## src/include/bus_bridge_cfg.svh

```systemverilog
// bus bridge configuration
// frame length and the byte and word widths shared by the bridge blocks
`ifndef BUS_BRIDGE_CFG_SVH
`define BUS_BRIDGE_CFG_SVH

// phases in one bus frame
// step, 4 address bytes, write flag, 4 read bytes
`define BB_FRAME_PHASES 10

// width of the pin bytes
`define BB_BYTE_W 8

// processor word width, four pin bytes
`define BB_WORD_W 32

`endif

```

## src/hdl/cpu_bus_pkg.sv

```systemverilog
// processor bus package
// word, address, opcode, processor state and frame phase types
`include "bus_bridge_cfg.svh"

package cpu_bus_pkg;

  typedef logic [`BB_WORD_W-1:0] cpu_word_t;
  typedef logic [`BB_WORD_W-1:0] cpu_addr_t;  // word address, not byte

  // instruction layout: opcode on top, operand below
  localparam int OPC_LSB   = 24;
  localparam int OPERAND_W = 24;

  typedef enum logic [7:0] {
    LDA = 8'h01,  // acc = mem[operand]
    STA = 8'h02,  // mem[operand] = acc
    ADD = 8'h03,  // acc += mem[operand]
    JMP = 8'h04,
    LDI = 8'h05   // acc = operand, zero extended
  } opcode_t;

  typedef enum logic [1:0] {
    BOOT,
    FETCH,
    EXEC
  } cpu_state_t;

  typedef logic [3:0] phase_t;

  // fixed positions inside the frame
  localparam phase_t PH_ADDR_FIRST = 4'd1;
  localparam phase_t PH_ADDR_LAST  = 4'd4;
  localparam phase_t PH_WFLAG      = 4'd5;
  localparam phase_t PH_READ_FIRST = 4'd6;

endpackage

```

## src/hdl/cpu_bus_if.sv

```systemverilog
// processor bus between the accumulator core and the pin bridge
// one request per frame step plus the assembled read word
`timescale 1ns/10ps

interface cpu_bus_if;
  import cpu_bus_pkg::*;

  cpu_addr_t addr;   // request address, held until next step
  cpu_word_t wdata;
  logic      write;
  logic      step;   // one cycle per frame
  cpu_word_t rdata;  // read word of the frame just finished

  modport cpu (
    output addr,
    output wdata,
    output write,
    input  step,
    input  rdata
  );

  modport bridge (
    input  write,
    output step
  );

  modport capture (
    output rdata
  );

endinterface

```

## src/hdl/accum_cpu.sv

```systemverilog
// accumulator processor
// issues one bus request per frame step and alternates fetch with execute
`timescale 1ns/10ps
`include "bus_bridge_cfg.svh"

module accum_cpu (
  input  logic   clk,
  input  logic   arst_n,
  cpu_bus_if.cpu bus
);
  import cpu_bus_pkg::*;

  cpu_state_t state;
  cpu_addr_t  pc;       // address of the current instruction
  cpu_word_t  acc;
  cpu_word_t  instr;
  cpu_addr_t  req_addr;
  cpu_word_t  req_wdata;
  logic       req_write;

  opcode_t    new_op;   // word just fetched
  opcode_t    cur_op;   // instruction waiting on its execute frame
  cpu_addr_t  operand;
  cpu_addr_t  pc_next;

  assign new_op  = opcode_t'(bus.rdata[`BB_WORD_W-1:OPC_LSB]);
  assign cur_op  = opcode_t'(instr[`BB_WORD_W-1:OPC_LSB]);
  assign operand = cpu_addr_t'(bus.rdata[OPERAND_W-1:0]);
  assign pc_next = pc + 1'b1;

  always_ff @(posedge clk or negedge arst_n) begin
    if (!arst_n) begin
      state     <= BOOT;
      pc        <= '0;
      acc       <= '0;
      req_addr  <= '0;
      req_write <= 1'b0;
    end else if (bus.step) begin
      req_write <= 1'b0;  // everything but STA reads
      case (state)
        BOOT: begin
          // nothing valid on rdata yet
          req_addr <= '0;
          state    <= FETCH;
        end
        FETCH: begin
          case (new_op)
            LDA, ADD: begin
              req_addr <= operand;
              state    <= EXEC;
            end
            STA: begin
              req_addr  <= operand;
              req_write <= 1'b1;
              state     <= EXEC;
            end
            JMP: begin
              pc       <= operand;
              req_addr <= operand;  // target is the next fetch
            end
            LDI: begin
              acc      <= cpu_word_t'(bus.rdata[OPERAND_W-1:0]);
              pc       <= pc_next;
              req_addr <= pc_next;
            end
            default: begin  // no-op
              pc       <= pc_next;
              req_addr <= pc_next;
            end
          endcase
        end
        EXEC: begin
          if (cur_op == LDA) begin
            acc <= bus.rdata;
          end else if (cur_op == ADD) begin
            acc <= acc + bus.rdata;  // wraps mod 2^32
          end
          pc       <= pc_next;
          req_addr <= pc_next;
          state    <= FETCH;
        end
        default: state <= BOOT;
      endcase
    end
  end

  // instruction and store data
  always_ff @(posedge clk) begin
    if (bus.step && state == FETCH) begin
      instr <= bus.rdata;
      if (new_op == STA) begin
        req_wdata <= acc;
      end
    end
  end

  assign bus.addr  = req_addr;
  assign bus.wdata = req_wdata;
  assign bus.write = req_write;

endmodule

```

## src/hdl/cpu_pin_handler.sv

```systemverilog
// cpu pin handler, top level
// accumulator core behind an 8-bit pin bus, one ten-phase frame per request
`timescale 1ns/10ps
`include "bus_bridge_cfg.svh"

module cpu_pin_handler (
  input  logic                  clk,
  input  logic                  arst_n,
  input  logic [`BB_BYTE_W-1:0] uio_in,
  output logic [`BB_BYTE_W-1:0] uo_out,
  output logic [`BB_BYTE_W-1:0] uio_out,
  output logic [`BB_BYTE_W-1:0] uio_oe
);
  import cpu_bus_pkg::*;

  logic                  ser_load;
  logic                  shift_en;
  logic                  cap_en;
  logic [`BB_BYTE_W-1:0] addr_byte;
  logic [`BB_BYTE_W-1:0] data_byte;

  cpu_bus_if bus ();

  accum_cpu u_cpu (
    .clk    (clk),
    .arst_n (arst_n),
    .bus    (bus.cpu)
  );

  frame_sequencer u_seq (
    .clk       (clk),
    .arst_n    (arst_n),
    .bus       (bus.bridge),
    .addr_byte (addr_byte),
    .data_byte (data_byte),
    .ser_load  (ser_load),
    .shift_en  (shift_en),
    .cap_en    (cap_en),
    .uo_out    (uo_out),
    .uio_out   (uio_out),
    .uio_oe    (uio_oe)
  );

  // address bytes on uo_out
  word_serializer #(.payload_t(cpu_addr_t)) addr_ser (
    .clk      (clk),
    .arst_n   (arst_n),
    .load     (ser_load),
    .value    (bus.addr),
    .shift_en (shift_en),
    .byte_out (addr_byte)
  );

  // write data on uio_out
  word_serializer #(.payload_t(cpu_word_t)) data_ser (
    .clk      (clk),
    .arst_n   (arst_n),
    .load     (ser_load),
    .value    (bus.wdata),
    .shift_en (shift_en),
    .byte_out (data_byte)
  );

  read_assembler u_rd_asm (
    .clk      (clk),
    .arst_n   (arst_n),
    .cap_en   (cap_en),
    .pin_byte (uio_in),
    .bus      (bus.capture)
  );

endmodule

```

## src/hdl/frame_sequencer.sv

```systemverilog
// frame sequencer
// phase counter, step/shift/capture strobes and the registered pin outputs
`timescale 1ns/10ps
`include "bus_bridge_cfg.svh"

module frame_sequencer (
  input  logic                  clk,
  input  logic                  arst_n,
  cpu_bus_if.bridge             bus,
  input  logic [`BB_BYTE_W-1:0] addr_byte,
  input  logic [`BB_BYTE_W-1:0] data_byte,
  output logic                  ser_load,
  output logic                  shift_en,
  output logic                  cap_en,
  output logic [`BB_BYTE_W-1:0] uo_out,
  output logic [`BB_BYTE_W-1:0] uio_out,
  output logic [`BB_BYTE_W-1:0] uio_oe
);
  import cpu_bus_pkg::*;

  localparam phase_t LAST_PHASE = phase_t'(`BB_FRAME_PHASES - 1);

  phase_t phase;
  logic   step;

  always_ff @(posedge clk or negedge arst_n) begin
    if (!arst_n) begin
      phase    <= '0;
      step     <= 1'b0;
      ser_load <= 1'b0;
    end else begin
      if (phase == LAST_PHASE) begin
        phase <= '0;
      end else begin
        phase <= phase + 1'b1;
      end
      step     <= (phase == LAST_PHASE);  // high while phase is 0
      ser_load <= step;                   // new request reaches the serializers
    end
  end

  assign bus.step = step;
  assign shift_en = (phase >= PH_ADDR_FIRST) && (phase <= PH_ADDR_LAST);
  assign cap_en   = (phase >= PH_READ_FIRST);

  // byte for phase k shows up on the edge that ends phase k
  always_ff @(posedge clk or negedge arst_n) begin
    if (!arst_n) begin
      uo_out  <= '0;
      uio_out <= '0;
      uio_oe  <= '0;
    end else begin
      uo_out  <= '0;
      uio_out <= '0;
      if (shift_en) begin
        uo_out  <= addr_byte;
        uio_out <= bus.write ? data_byte : '0;
      end else if (phase == PH_WFLAG) begin
        uo_out <= {{(`BB_BYTE_W-1){1'b0}}, bus.write};
      end
      // drive uio for the whole frame of a write
      if (phase == PH_ADDR_FIRST) begin
        uio_oe <= {`BB_BYTE_W{bus.write}};
      end
    end
  end

endmodule

```

## src/hdl/read_assembler.sv

```systemverilog
// read assembler
// gathers four pin bytes into the read word, first byte ends up on top
`timescale 1ns/10ps
`include "bus_bridge_cfg.svh"

module read_assembler (
  input  logic                  clk,
  input  logic                  arst_n,
  input  logic                  cap_en,
  input  logic [`BB_BYTE_W-1:0] pin_byte,
  cpu_bus_if.capture            bus
);

  localparam int W = `BB_WORD_W;
  localparam int B = `BB_BYTE_W;

  logic [W-1:0] word_q;

  always_ff @(posedge clk or negedge arst_n) begin
    if (!arst_n) begin
      word_q <= '0;
    end else if (cap_en) begin
      word_q <= {word_q[W-B-1:0], pin_byte};  // msb first
    end
  end

  // complete during phase 0, when the step takes it
  assign bus.rdata = word_q;

endmodule

```

## src/hdl/word_serializer.sv

```systemverilog
// word serializer
// sends a loaded word out one byte per strobe, low byte first
`timescale 1ns/10ps
`include "bus_bridge_cfg.svh"

module word_serializer #(
  parameter type payload_t = cpu_bus_pkg::cpu_word_t
) (
  input  logic                  clk,
  input  logic                  arst_n,
  input  logic                  load,
  input  payload_t              value,
  input  logic                  shift_en,
  output logic [`BB_BYTE_W-1:0] byte_out
);

  localparam int W = $bits(payload_t);
  localparam int B = `BB_BYTE_W;

  logic [W-1:0] value_bits;
  logic [W-1:0] shreg;

  assign value_bits = value;

  always_ff @(posedge clk or negedge arst_n) begin
    if (!arst_n) begin
      shreg <= '0;
    end else if (load) begin
      // low byte goes out in the load cycle itself
      shreg <= shift_en ? (value_bits >> B) : value_bits;
    end else if (shift_en) begin
      shreg <= shreg >> B;
    end
  end

  // bypass on load so the first byte is not a cycle late
  assign byte_out = load ? value_bits[B-1:0] : shreg[B-1:0];

endmodule

```

## config.mk

```make
export PLATFORM = sky130hd
export DESIGN_NAME = cpu_pin_handler
export DESIGN_NICKNAME = d
export VERILOG_FILES = /design/src/hdl/cpu_bus_pkg.sv /design/src/hdl/cpu_bus_if.sv /design/src/hdl/accum_cpu.sv /design/src/hdl/cpu_pin_handler.sv /design/src/hdl/frame_sequencer.sv /design/src/hdl/read_assembler.sv /design/src/hdl/word_serializer.sv
export VERILOG_INCLUDE_DIRS = /design/src /design/src/include
export SDC_FILE = /design/constraint.sdc
export NUM_CORES = 1
export LEC_CHECK = 0
export BUFFER_PORTS_ARGS = -buffer_cell sky130_fd_sc_hd__buf_2
export CAP_MARGIN = 20
export CORE_ASPECT_RATIO = 0.5
export CORE_UTILIZATION = 63
export DETAILED_ROUTE_END_ITERATION = 8
export GPL_ROUTABILITY_DRIVEN = 0
export GPL_TIMING_DRIVEN = 0
export PLACE_DENSITY = 0.8
export SLEW_MARGIN = 0
export SYNTH_ARGS = -nofsm -noshare
export SYNTH_HDL_FRONTEND = slang
export SYNTH_HIERARCHICAL = 1
export SYNTH_SLANG_ARGS = --single-unit
```

## constraint.sdc

```tcl
create_clock -name clk -period 5.4 [get_ports clk]
set_input_delay 0.27 -clock clk [delete_from_list [all_inputs] [get_ports clk]]
set_output_delay 0.27 -clock clk [all_outputs]
set_load 0.05 [all_outputs]
```

==> flow_results.xml, run 1 <==
<?xml version="1.0" encoding="UTF-8"?>
<metrics>
  <group name="run_status">
    <metric name="outcome" unit="">finished, final reports clean</metric>
  </group>
  <group name="sta">
    <metric name="finalCritPeriodShare" unit="%">61.0</metric>
    <metric name="max-slew-margin-rel" unit="%">21.6</metric>
    <metric name="final_critical_path_setup_slack" unit="ps">2100</metric>
    <metric name="max_transition_viols_final" unit="">0</metric>
    <metric name="rsz0062_at_grt" unit="">false</metric>
    <metric name="final_period_minus_worst_setup_slack" unit="ps">3300</metric>
    <metric name="maxClockFrequency" unit="MHz">303</metric>
    <metric name="final-setup-viol-count" unit="">0</metric>
    <metric name="actual_transition_at_the_worst_max_transition_pin" unit="ps">1170</metric>
    <metric name="final.hold.worst_slack" unit="ps">170</metric>
    <metric name="hold_viol_final" unit="">0</metric>
    <metric name="tns" unit="ps">0</metric>
    <metric name="clock-skew-final" unit="ps">29.6</metric>
  </group>
  <group name="detailed_routing">
    <metric name="routed_len_inst" unit="um">21.9</metric>
    <metric name="finalWirelength" unit="um">33900</metric>
    <metric name="detail_route.drc_violations" unit="">0</metric>
    <metric name="drt-vias-per-instance" unit="">6.52</metric>
    <metric name="detailedRoute.firstPassIterationCount" unit="">7</metric>
    <metric name="drt_iter0_markers" unit="">1048</metric>
    <metric name="final_antenna_net_count" unit="">0</metric>
    <metric name="route.vias.total" unit="">10100</metric>
  </group>
  <group name="placement">
    <metric name="numPortBuffers" unit="">33</metric>
    <metric name="dpl_cell_area" unit="mm2">0.0142</metric>
    <metric name="place_hpwl" unit="um">23800</metric>
    <metric name="place_ws" unit="ps">2210</metric>
    <metric name="place_inst" unit="">1495</metric>
  </group>
  <group name="power_and_ir_drop">
    <metric name="vdd_ir_drop_max" unit="V">0.000175</metric>
    <metric name="p_leak" unit="nW">6.61</metric>
    <metric name="cellPowerDensity" unit="mW/mm2">264</metric>
  </group>
  <group name="critical_path">
    <metric name="worst-endpoint-arrival" unit="ps">3750</metric>
    <metric name="worst_setup_path_end_kind" unit="">register</metric>
    <metric name="r2r_cells" unit="">11</metric>
    <metric name="reg2reg_to" unit="">u_cpu/acc[22]$_DFFE_PN0P_</metric>
    <metric name="worstSetupEndpoint" unit="">u_cpu/acc[22]$_DFFE_PN0P_</metric>
    <metric name="worstSetupStartpoint" unit="">u_rd_asm/bus.rdata[0]$_DFFE_PN0P_</metric>
    <metric name="worstReg2RegStart" unit="">u_rd_asm/bus.rdata[0]$_DFFE_PN0P_</metric>
    <metric name="timing.reg2reg.setup_slack" unit="ps">2100</metric>
    <metric name="startpoint_type_of_the_worst_setup_path" unit="">register</metric>
    <metric name="path_max_fanout" unit="">6</metric>
    <metric name="required" unit="ps">5860</metric>
    <metric name="setup.worst_path.class" unit="">register to register</metric>
  </group>
  <group name="cts">
    <metric name="insertion_delay" unit="ps">540</metric>
    <metric name="clock_path_buffers" unit="">3</metric>
    <metric name="cts-root-buf" unit="">sky130_fd_sc_hd__clkbuf_16</metric>
    <metric name="tritoncts" unit="">yes</metric>
    <metric name="path_clk_slew" unit="ps">70</metric>
    <metric name="cts_buffers" unit="">23</metric>
    <metric name="clock_sink_count" unit="">258</metric>
    <metric name="ctsHtreeMaxLevel" unit="">1</metric>
    <metric name="post_cts_setup_driven_buffer_insertion_count" unit="">0</metric>
  </group>
  <group name="synthesis">
    <metric name="synth.distinct_cells" unit="">79</metric>
    <metric name="postSynthRegisterBits" unit="">258</metric>
    <metric name="synth_ff_type" unit="">sky130_fd_sc_hd__dfrtp_1</metric>
    <metric name="synthesis.nets" unit="">1232</metric>
    <metric name="netlist.area_leader.share" unit="%">40.1</metric>
    <metric name="most_frequent_cell_after_synthesis" unit="">sky130_fd_sc_hd__dfrtp_1</metric>
    <metric name="asyncSetResetFlopFracSynth" unit="%">84.5</metric>
    <metric name="postSynthAreaPerCell" unit="um2">11.5</metric>
    <metric name="synth.area.top_cells" unit="">sky130_fd_sc_hd__dfrtp_1, sky130_fd_sc_hd__edfxtp_1, sky130_fd_sc_hd__mux4_2, sky130_fd_sc_hd__o21ai_0, sky130_fd_sc_hd__ha_1</metric>
    <metric name="fraction_of_the_yosys_area_taken_by_sequential_cells" unit="%">49.0</metric>
    <metric name="ys_top_cells_by_count" unit="">sky130_fd_sc_hd__dfrtp_1, sky130_fd_sc_hd__nand2_1, sky130_fd_sc_hd__o21ai_0, sky130_fd_sc_hd__nor2_1, sky130_fd_sc_hd__a21oi_1</metric>
    <metric name="number_of_synthesized_flops_with_an_enable_pin" unit="">40</metric>
    <metric name="netlist.top_cell.by_area" unit="">sky130_fd_sc_hd__dfrtp_1</metric>
    <metric name="synthesis.area" unit="mm2">0.0136</metric>
    <metric name="synthCells" unit="">1185</metric>
    <metric name="synthesis.yosys.warnings" unit="">6</metric>
  </group>
  <group name="floorplan">
    <metric name="num_rows" unit="">37</metric>
    <metric name="placeableCoreArea" unit="mm2">0.0208</metric>
    <metric name="start_util" unit="%">65.3</metric>
    <metric name="die-area" unit="mm2">0.0222</metric>
    <metric name="chipHeight" unit="um">106</metric>
    <metric name="ios" unit="">34</metric>
    <metric name="fp.dieW" unit="um">210</metric>
  </group>
  <group name="grt">
    <metric name="global_route.overflow_total" unit="">0</metric>
    <metric name="grt_pass1_wl" unit="um">54100</metric>
    <metric name="grt_antenna_before_repair" unit="">1</metric>
    <metric name="overall_track_demand_over_capacity_in_global_routing" unit="%">31.9</metric>
    <metric name="grt_pass1_vias" unit="">9992</metric>
    <metric name="grt_start_max_net_pins" unit="">119</metric>
  </group>
  <group name="finish">
    <metric name="fin_area" unit="mm2">0.0150</metric>
    <metric name="drive_gt1_share" unit="%">18.5</metric>
    <metric name="layout-area-overhead-vs-synth" unit="%">10.6</metric>
    <metric name="final.fill_count" unit="">1426</metric>
    <metric name="instances_no_fill" unit="">1546</metric>
    <metric name="fin_nets" unit="">1303</metric>
  </group>
  <group name="run">
    <metric name="max_cap_violations" unit="">0</metric>
  </group>
  <group name="hold_path">
    <metric name="class_of_the_worst_hold_path" unit="">input port to async pin</metric>
  </group>
</metrics>
[placed cells by master, fill, tap and decap left out, types with 6 or more instances in the layout]
cell                            synthesis  final
sky130_fd_sc_hd__clkbuf_16              0     24
sky130_fd_sc_hd__xnor2_1               27     27
sky130_fd_sc_hd__nand2b_1               6      6
sky130_fd_sc_hd__a21o_1                17     17
sky130_fd_sc_hd__mux2_2                19     19
sky130_fd_sc_hd__o211ai_1               7      7
sky130_fd_sc_hd__mux2i_1               23     23
sky130_fd_sc_hd__buf_12                 7      7
sky130_fd_sc_hd__buf_6                  8     10
sky130_fd_sc_hd__nor2_1                88     88
sky130_fd_sc_hd__o31ai_1                8      8
sky130_fd_sc_hd__mux4_2                44     44
sky130_fd_sc_hd__o22ai_1                8      8
sky130_fd_sc_hd__dfrtp_1              218    218
sky130_fd_sc_hd__nand4_1               16     16
sky130_fd_sc_hd__a21oi_1               80     80
sky130_fd_sc_hd__nand2_1              106    106
sky130_fd_sc_hd__o21a_1                 8      8
sky130_fd_sc_hd__buf_2                 13     45
sky130_fd_sc_hd__o21ai_1                6      6
sky130_fd_sc_hd__and2_1                 8      8
sky130_fd_sc_hd__clkbuf_1              32     38
sky130_fd_sc_hd__nand3_1               27     27
sky130_fd_sc_hd__xor2_1                29     29
sky130_fd_sc_hd__inv_1                 18     18
sky130_fd_sc_hd__nor3_1                21     20
sky130_fd_sc_hd__buf_4                 10     10
sky130_fd_sc_hd__and3_1                20     20
sky130_fd_sc_hd__ha_1                  36     36
sky130_fd_sc_hd__a22oi_1               26     26
sky130_fd_sc_hd__a31oi_1                6      6
sky130_fd_sc_hd__dlygate4sd3_1          0      9
sky130_fd_sc_hd__mux2_4                30     30
sky130_fd_sc_hd__o21ai_0               95     95
sky130_fd_sc_hd__edfxtp_1              40     40
[flip-flops by register name, indices dropped and copies added (netlist names)]
name	cells
u_cpu/acc	32
u_cpu/pc	32
u_cpu/bus.wdata	32
u_cpu/bus.addr	32
data_ser/shreg	32
u_seq/uio_oe	1
u_seq/bus.step	1
u_rd_asm/bus.rdata	32
u_cpu/instr	8
u_cpu/state	2
u_seq/uo_out	8
u_seq/ser_load	1
u_seq/uio_out	8
u_seq/phase	4
u_cpu/bus.write	1
addr_ser/shreg	32
[final cells by class]
type / count / area, um2 / area share [%]
Inverter: 18 / 67.6 / 0.449
Tap cell: 273 / 342 / 2.27
Multi-Input combinational cell: 836 / 6350 / 42.2
Antenna cell: 1 / 2.50 / 0.0166
Buffer: 73 / 523 / 3.48
Sequential cell: 258 / 6660 / 44.3
Timing Repair Buffer: 46 / 343 / 2.28
Clock inverter: 9 / 104 / 0.690
Clock buffer: 32 / 651 / 4.33
[through the flow]
stage	total power, mW	utilization (%)
after detailed placement	2.32	68.1
after floorplan	2.22	-
after CTS	3.98	72.2
after global routing	4.09	72.2
after global placement	2.30	67.7
final	3.97	72.2
[cells by family after synthesis]
logic type / Yosys count / synth area share [%]
AND/OR/NAND/NOR: 329 / 11.6
flip-flops: 258 / 49.0
XOR/XNOR: 57 / 3.73
AO/OA/AOI/OAI: 292 / 13.1
buffers and inverters: 91 / 4.34
multiplexers: 121 / 14.8
adder cells (fa/ha/maj): 37 / 3.46
[timing repair]
item,4_1_cts,5_1_grt
endpoints found under the hold margin,145,0
resized for setup,0,0
hold buffers,9,0
[power by group]
group	total, mW	internal, mW	switching [mW]
combinational	0.237	0.101	0.136
clock	1.68	0.942	0.734
sequential	2.06	2.00	0.0575
total	3.97	3.04	0.927
[worst min path at each step]
| stage | end | slack [ps] | cells after the start |
|---|---|---|---|
| global route | data_ser/shreg[13]$_DFFE_PN0P_ | 170 | 2 |
| floorplan | addr_ser/shreg[0]$_DFFE_PN0P_ | -30 | 0 |
| detailed placement | u_seq/uio_out[0]$_DFF_PN0_ | 110 | 1 |
| global placement | u_cpu/bus.wdata[24]$_DFFE_PP_ | 480 | 0 |
| finish | u_seq/uio_out[0]$_DFF_PN0_ | 170 | 2 |
| CTS | data_ser/shreg[13]$_DFFE_PN0P_ | 160 | 2 |
[per-layer routing]
metal  vias to the layer above  share of wire [%]  track usage [%]
met5                         -                  0                0
met1                      5010                 42             43.9
met2                       498                 46             50.0
met3                        84                9.1             7.27
met4                         0                3.2             11.8
li1                       4489                  -                -
[critical path, stage by stage, from the launching register on]
cell	delay, ps
sky130_fd_sc_hd__dfrtp_1	490
sky130_fd_sc_hd__ha_1	280
sky130_fd_sc_hd__fa_1	440
sky130_fd_sc_hd__a211oi_1	290
sky130_fd_sc_hd__nor2_1	120
sky130_fd_sc_hd__a21oi_1	290
sky130_fd_sc_hd__a211oi_2	150
sky130_fd_sc_hd__o41a_4	420
sky130_fd_sc_hd__a21oi_1	330
sky130_fd_sc_hd__nand2_1	90
sky130_fd_sc_hd__o21ai_1	160
sky130_fd_sc_hd__o21a_1	140
Power figures use the tool's default switching activity.
==> run 2: changes to the inputs <==
- ABC_AREA: not set -> 1
- clock period: 5.4 -> 3.45 ns (I/O delays scaled with it)
==> run 2 against run 1 <==
Against the previous run:
- wire length up 24%
- via count up 37%
- critical path depth up 1
- flip-flop and latch count unchanged
- clock skew down 5.4 ps
- combinational power up 92%
- global-route usage up 2.6 points
- die area up 12%
- first-iteration DRC count up 58%
- largest power group unchanged
==> flow_results.xml, run 2 <==
<?xml version="1.0" encoding="UTF-8"?>
<metrics>
  <group name="run_status">
    <metric name="outcome" unit="">finished, final reports clean</metric>
  </group>
  <group name="power_and_ir_drop">
    <metric name="vdd_ir_drop_max" unit="V">0.000335</metric>
    <metric name="total_design_power" unit="mW">6.33</metric>
    <metric name="p_leak" unit="nW">8.78</metric>
    <metric name="cellPowerDensity" unit="mW/mm2">378</metric>
  </group>
  <group name="grt">
    <metric name="overall_track_demand_over_capacity_in_global_routing" unit="%">34.5</metric>
    <metric name="global_route.overflow_total" unit="">0</metric>
    <metric name="grt_antenna_before_repair" unit="">0</metric>
    <metric name="grt_pass1_wl" unit="um">66800</metric>
    <metric name="grt_pass1_vias" unit="">12900</metric>
    <metric name="grt_start_max_net_pins" unit="">105</metric>
  </group>
  <group name="run">
    <metric name="max_cap_violations" unit="">0</metric>
  </group>
  <group name="floorplan">
    <metric name="fp.dieW" unit="um">222</metric>
    <metric name="placeableCoreArea" unit="mm2">0.0233</metric>
    <metric name="start_util" unit="%">65.5</metric>
    <metric name="chipHeight" unit="um">112</metric>
    <metric name="num_rows" unit="">39</metric>
    <metric name="die-area" unit="mm2">0.0249</metric>
    <metric name="ios" unit="">34</metric>
  </group>
  <group name="critical_path">
    <metric name="critical_path.cell_chain" unit="">ha_1 -&gt; fa_1 -&gt; nand3_1 -&gt; nand3_1 -&gt; nand3_1 -&gt; nand3_1 -&gt; nand2_1 -&gt; nand2_1 -&gt; nand2_1 -&gt; nand3_1 -&gt; nand2_1 -&gt; nand2_1</metric>
    <metric name="worst_setup_path_end_kind" unit="">register</metric>
    <metric name="worst-endpoint-arrival" unit="ps">2810</metric>
    <metric name="critPathSlowestCell" unit="">sky130_fd_sc_hd__fa_1</metric>
    <metric name="startpoint_type_of_the_worst_setup_path" unit="">register</metric>
    <metric name="cpLargestDelayFamily" unit="">simple AND/OR/NAND/NOR gates</metric>
    <metric name="required" unit="ps">3870</metric>
    <metric name="setup.worst_path.class" unit="">register to register</metric>
    <metric name="slowest_delay" unit="ps">430</metric>
    <metric name="path_max_fanout" unit="">4</metric>
    <metric name="buf_inv_stages_crit_path" unit="">0</metric>
  </group>
  <group name="placement">
    <metric name="place_hpwl" unit="um">31200</metric>
    <metric name="place_ws" unit="ps">1130</metric>
    <metric name="numPortBuffers" unit="">33</metric>
  </group>
  <group name="cts">
    <metric name="clock_sink_count" unit="">258</metric>
    <metric name="cts-root-buf" unit="">sky130_fd_sc_hd__clkbuf_16</metric>
    <metric name="insertion_delay" unit="ps">540</metric>
    <metric name="tritoncts" unit="">yes</metric>
    <metric name="cts_buffers" unit="">23</metric>
    <metric name="cts-resized-gates" unit="">0</metric>
    <metric name="path_clk_slew" unit="ps">80</metric>
    <metric name="ctsHtreeMaxLevel" unit="">1</metric>
    <metric name="clock_path_buffers" unit="">3</metric>
  </group>
  <group name="sta">
    <metric name="clock-skew-final" unit="ps">24.2</metric>
    <metric name="finalCritPeriodShare" unit="%">69.3</metric>
    <metric name="max_transition_viols_final" unit="">0</metric>
    <metric name="final_critical_path_setup_slack" unit="ps">1060</metric>
    <metric name="actual_transition_at_the_worst_max_transition_pin" unit="ps">566</metric>
    <metric name="maxClockFrequency" unit="MHz">418</metric>
    <metric name="max-slew-margin-rel" unit="%">62.1</metric>
    <metric name="final-setup-viol-count" unit="">0</metric>
    <metric name="rsz0062_at_grt" unit="">false</metric>
    <metric name="final.hold.worst_slack" unit="ps">117</metric>
    <metric name="final_period_minus_worst_setup_slack" unit="ps">2390</metric>
    <metric name="hold_viol_final" unit="">0</metric>
  </group>
  <group name="synthesis">
    <metric name="synthCells" unit="">2075</metric>
    <metric name="ys_top_cells_by_count" unit="">sky130_fd_sc_hd__nand2_1, sky130_fd_sc_hd__inv_1, sky130_fd_sc_hd__dfrtp_1, sky130_fd_sc_hd__nor2_1, sky130_fd_sc_hd__o21ai_0</metric>
    <metric name="postSynthAreaPerCell" unit="um2">7.34</metric>
    <metric name="netlist.top_cell.by_area" unit="">sky130_fd_sc_hd__dfrtp_1</metric>
    <metric name="synthesis.yosys.warnings" unit="">6</metric>
    <metric name="synth.area.top_cells" unit="">sky130_fd_sc_hd__dfrtp_1, sky130_fd_sc_hd__nand2_1, sky130_fd_sc_hd__edfxtp_1, sky130_fd_sc_hd__inv_1, sky130_fd_sc_hd__nor2_1</metric>
    <metric name="postSynthRegisterBits" unit="">258</metric>
    <metric name="synthesis.area" unit="mm2">0.0152</metric>
    <metric name="number_of_synthesized_flops_with_an_enable_pin" unit="">40</metric>
    <metric name="fraction_of_the_yosys_area_taken_by_sequential_cells" unit="%">43.7</metric>
    <metric name="synth.distinct_cells" unit="">54</metric>
    <metric name="most_frequent_cell_after_synthesis" unit="">sky130_fd_sc_hd__nand2_1</metric>
    <metric name="synth_ff_type" unit="">sky130_fd_sc_hd__dfrtp_1</metric>
    <metric name="asyncSetResetFlopFracSynth" unit="%">84.5</metric>
    <metric name="netlist.area_leader.share" unit="%">35.8</metric>
    <metric name="synthesis.nets" unit="">2122</metric>
  </group>
  <group name="detailed_routing">
    <metric name="final_antenna_net_count" unit="">0</metric>
    <metric name="routed_len_inst" unit="um">16.9</metric>
    <metric name="drt_iter0_markers" unit="">1655</metric>
    <metric name="route.vias.total" unit="">13800</metric>
    <metric name="detailedRoute.firstPassIterationCount" unit="">7</metric>
    <metric name="detail_route.drc_violations" unit="">0</metric>
    <metric name="drt-vias-per-instance" unit="">5.60</metric>
    <metric name="finalWirelength" unit="um">41900</metric>
  </group>
  <group name="finish">
    <metric name="drive_gt1_share" unit="%">9.62</metric>
    <metric name="layout_common_cells" unit="">sky130_fd_sc_hd__nand2_1, sky130_fd_sc_hd__inv_1, sky130_fd_sc_hd__dfrtp_1, sky130_fd_sc_hd__nor2_1, sky130_fd_sc_hd__o21ai_0</metric>
    <metric name="layout-area-overhead-vs-synth" unit="%">9.89</metric>
    <metric name="fin_nets" unit="">2193</metric>
    <metric name="mostFrequentLayoutCell" unit="">sky130_fd_sc_hd__nand2_1</metric>
  </group>
  <group name="hold_path">
    <metric name="class_of_the_worst_hold_path" unit="">input port to async pin</metric>
  </group>
</metrics>
-- run 2: cell types whose count changed after synthesis, moves of 23 or more --
cell / previous run / this run
sky130_fd_sc_hd__nand2_1: 106 / 733
sky130_fd_sc_hd__inv_1: 18 / 273
sky130_fd_sc_hd__nor2_1: 88 / 192
sky130_fd_sc_hd__nand3_1: 27 / 102
sky130_fd_sc_hd__mux4_2: 44 / 0
sky130_fd_sc_hd__mux2_4: 30 / 0
sky130_fd_sc_hd__a22oi_1: 26 / 0
sky130_fd_sc_hd__clkbuf_1: 32 / 8
sky130_fd_sc_hd__mux2i_1: 23 / 0
-- run 2: area by class of cell --
cell class | count | area (um2)
Inverter | 287 | 1100
Timing Repair Buffer | 46 | 343
Clock inverter | 12 | 120
Fill cell | 1911 | 6530
Clock buffer | 30 | 642
Buffer | 80 | 599
Antenna cell | 1 | 2.50
Sequential cell | 258 | 6660
Multi-Input combinational cell | 1450 | 6900
Tap cell | 307 | 384
-- run 2: per-layer routing --
layer / GRT usage (%) / share of wire (%) / up-vias
met5: 0 / 0 / -
met4: 11.8 / 3.4 / 0
met3: 8.05 / 10 / 120
met2: 54.0 / 44 / 660
met1: 47.6 / 43 / 6435
li1: - / - / 6627
-- run 2: final timing paths --
path	from	end	slack (ps)	depth (start not counted)
min in group clk	uio_in[5]	u_rd_asm/bus.rdata[5]$_DFFE_PN0P_	370	4
min reg2reg	data_ser/shreg[31]$_DFFE_PN0P_	data_ser/shreg[31]$_DFFE_PN0P_	480	2
max in group asynchronous	arst_n	data_ser/shreg[9]$_DFFE_PN0P_	2170	4
min	arst_n	u_cpu/pc[25]$_DFFE_PN0P_	120	2
max	u_rd_asm/bus.rdata[0]$_DFFE_PN0P_	u_cpu/acc[28]$_DFFE_PN0P_	1060	12
max reg2reg	u_rd_asm/bus.rdata[0]$_DFFE_PN0P_	u_cpu/acc[28]$_DFFE_PN0P_	1060	12
-- run 2: stage by stage --
stage / util (%) / std cells / TNS, ps / cell area [um2]
global route: 71.9 / 2470 / 0 / 16700
CTS: 71.9 / 2470 / 0 / 16700
finish: 71.9 / 2471 / 0 / 16700
floorplan: - / 2075 / 0 / 15200
global placement: 67.9 / 2415 / -354530 / 15800
detailed placement: 68.3 / 2419 / 0 / 15900
-- run 2: cell families (layout without fill, tap and decap cells) --
| group | after synthesis | after routing | share of synthesized area [%] |
|---|---|---|---|
| and+or+nand+nor | 1091 | 1091 | 29.3 |
| DFF | 258 | 258 | 43.7 |
| adders and majority gates | 37 | 37 | 3.09 |
| buffers and inverters | 367 | 455 | 11.1 |
| AOI/OAI and AO/OA | 287 | 287 | 10.8 |
| other | 0 | 1 | 0 |
| xor gates and xnor gates | 35 | 35 | 2.01 |
-- run 2: power by group --
part / internal [mW] / switching (mW) / leakage, nW
Clock: 1.47 / 1.17 / 0.380
Sequential: 3.14 / 0.0928 / 3.23
Combinational: 0.150 / 0.305 / 5.17
-- run 2: what timing repair did --
item / CTS / global route
setup endpoints to repair: 0 / 0
hold buffers: 9 / 0
buffers inserted: 0 / 0
hold endpoints to repair: 95 / 0
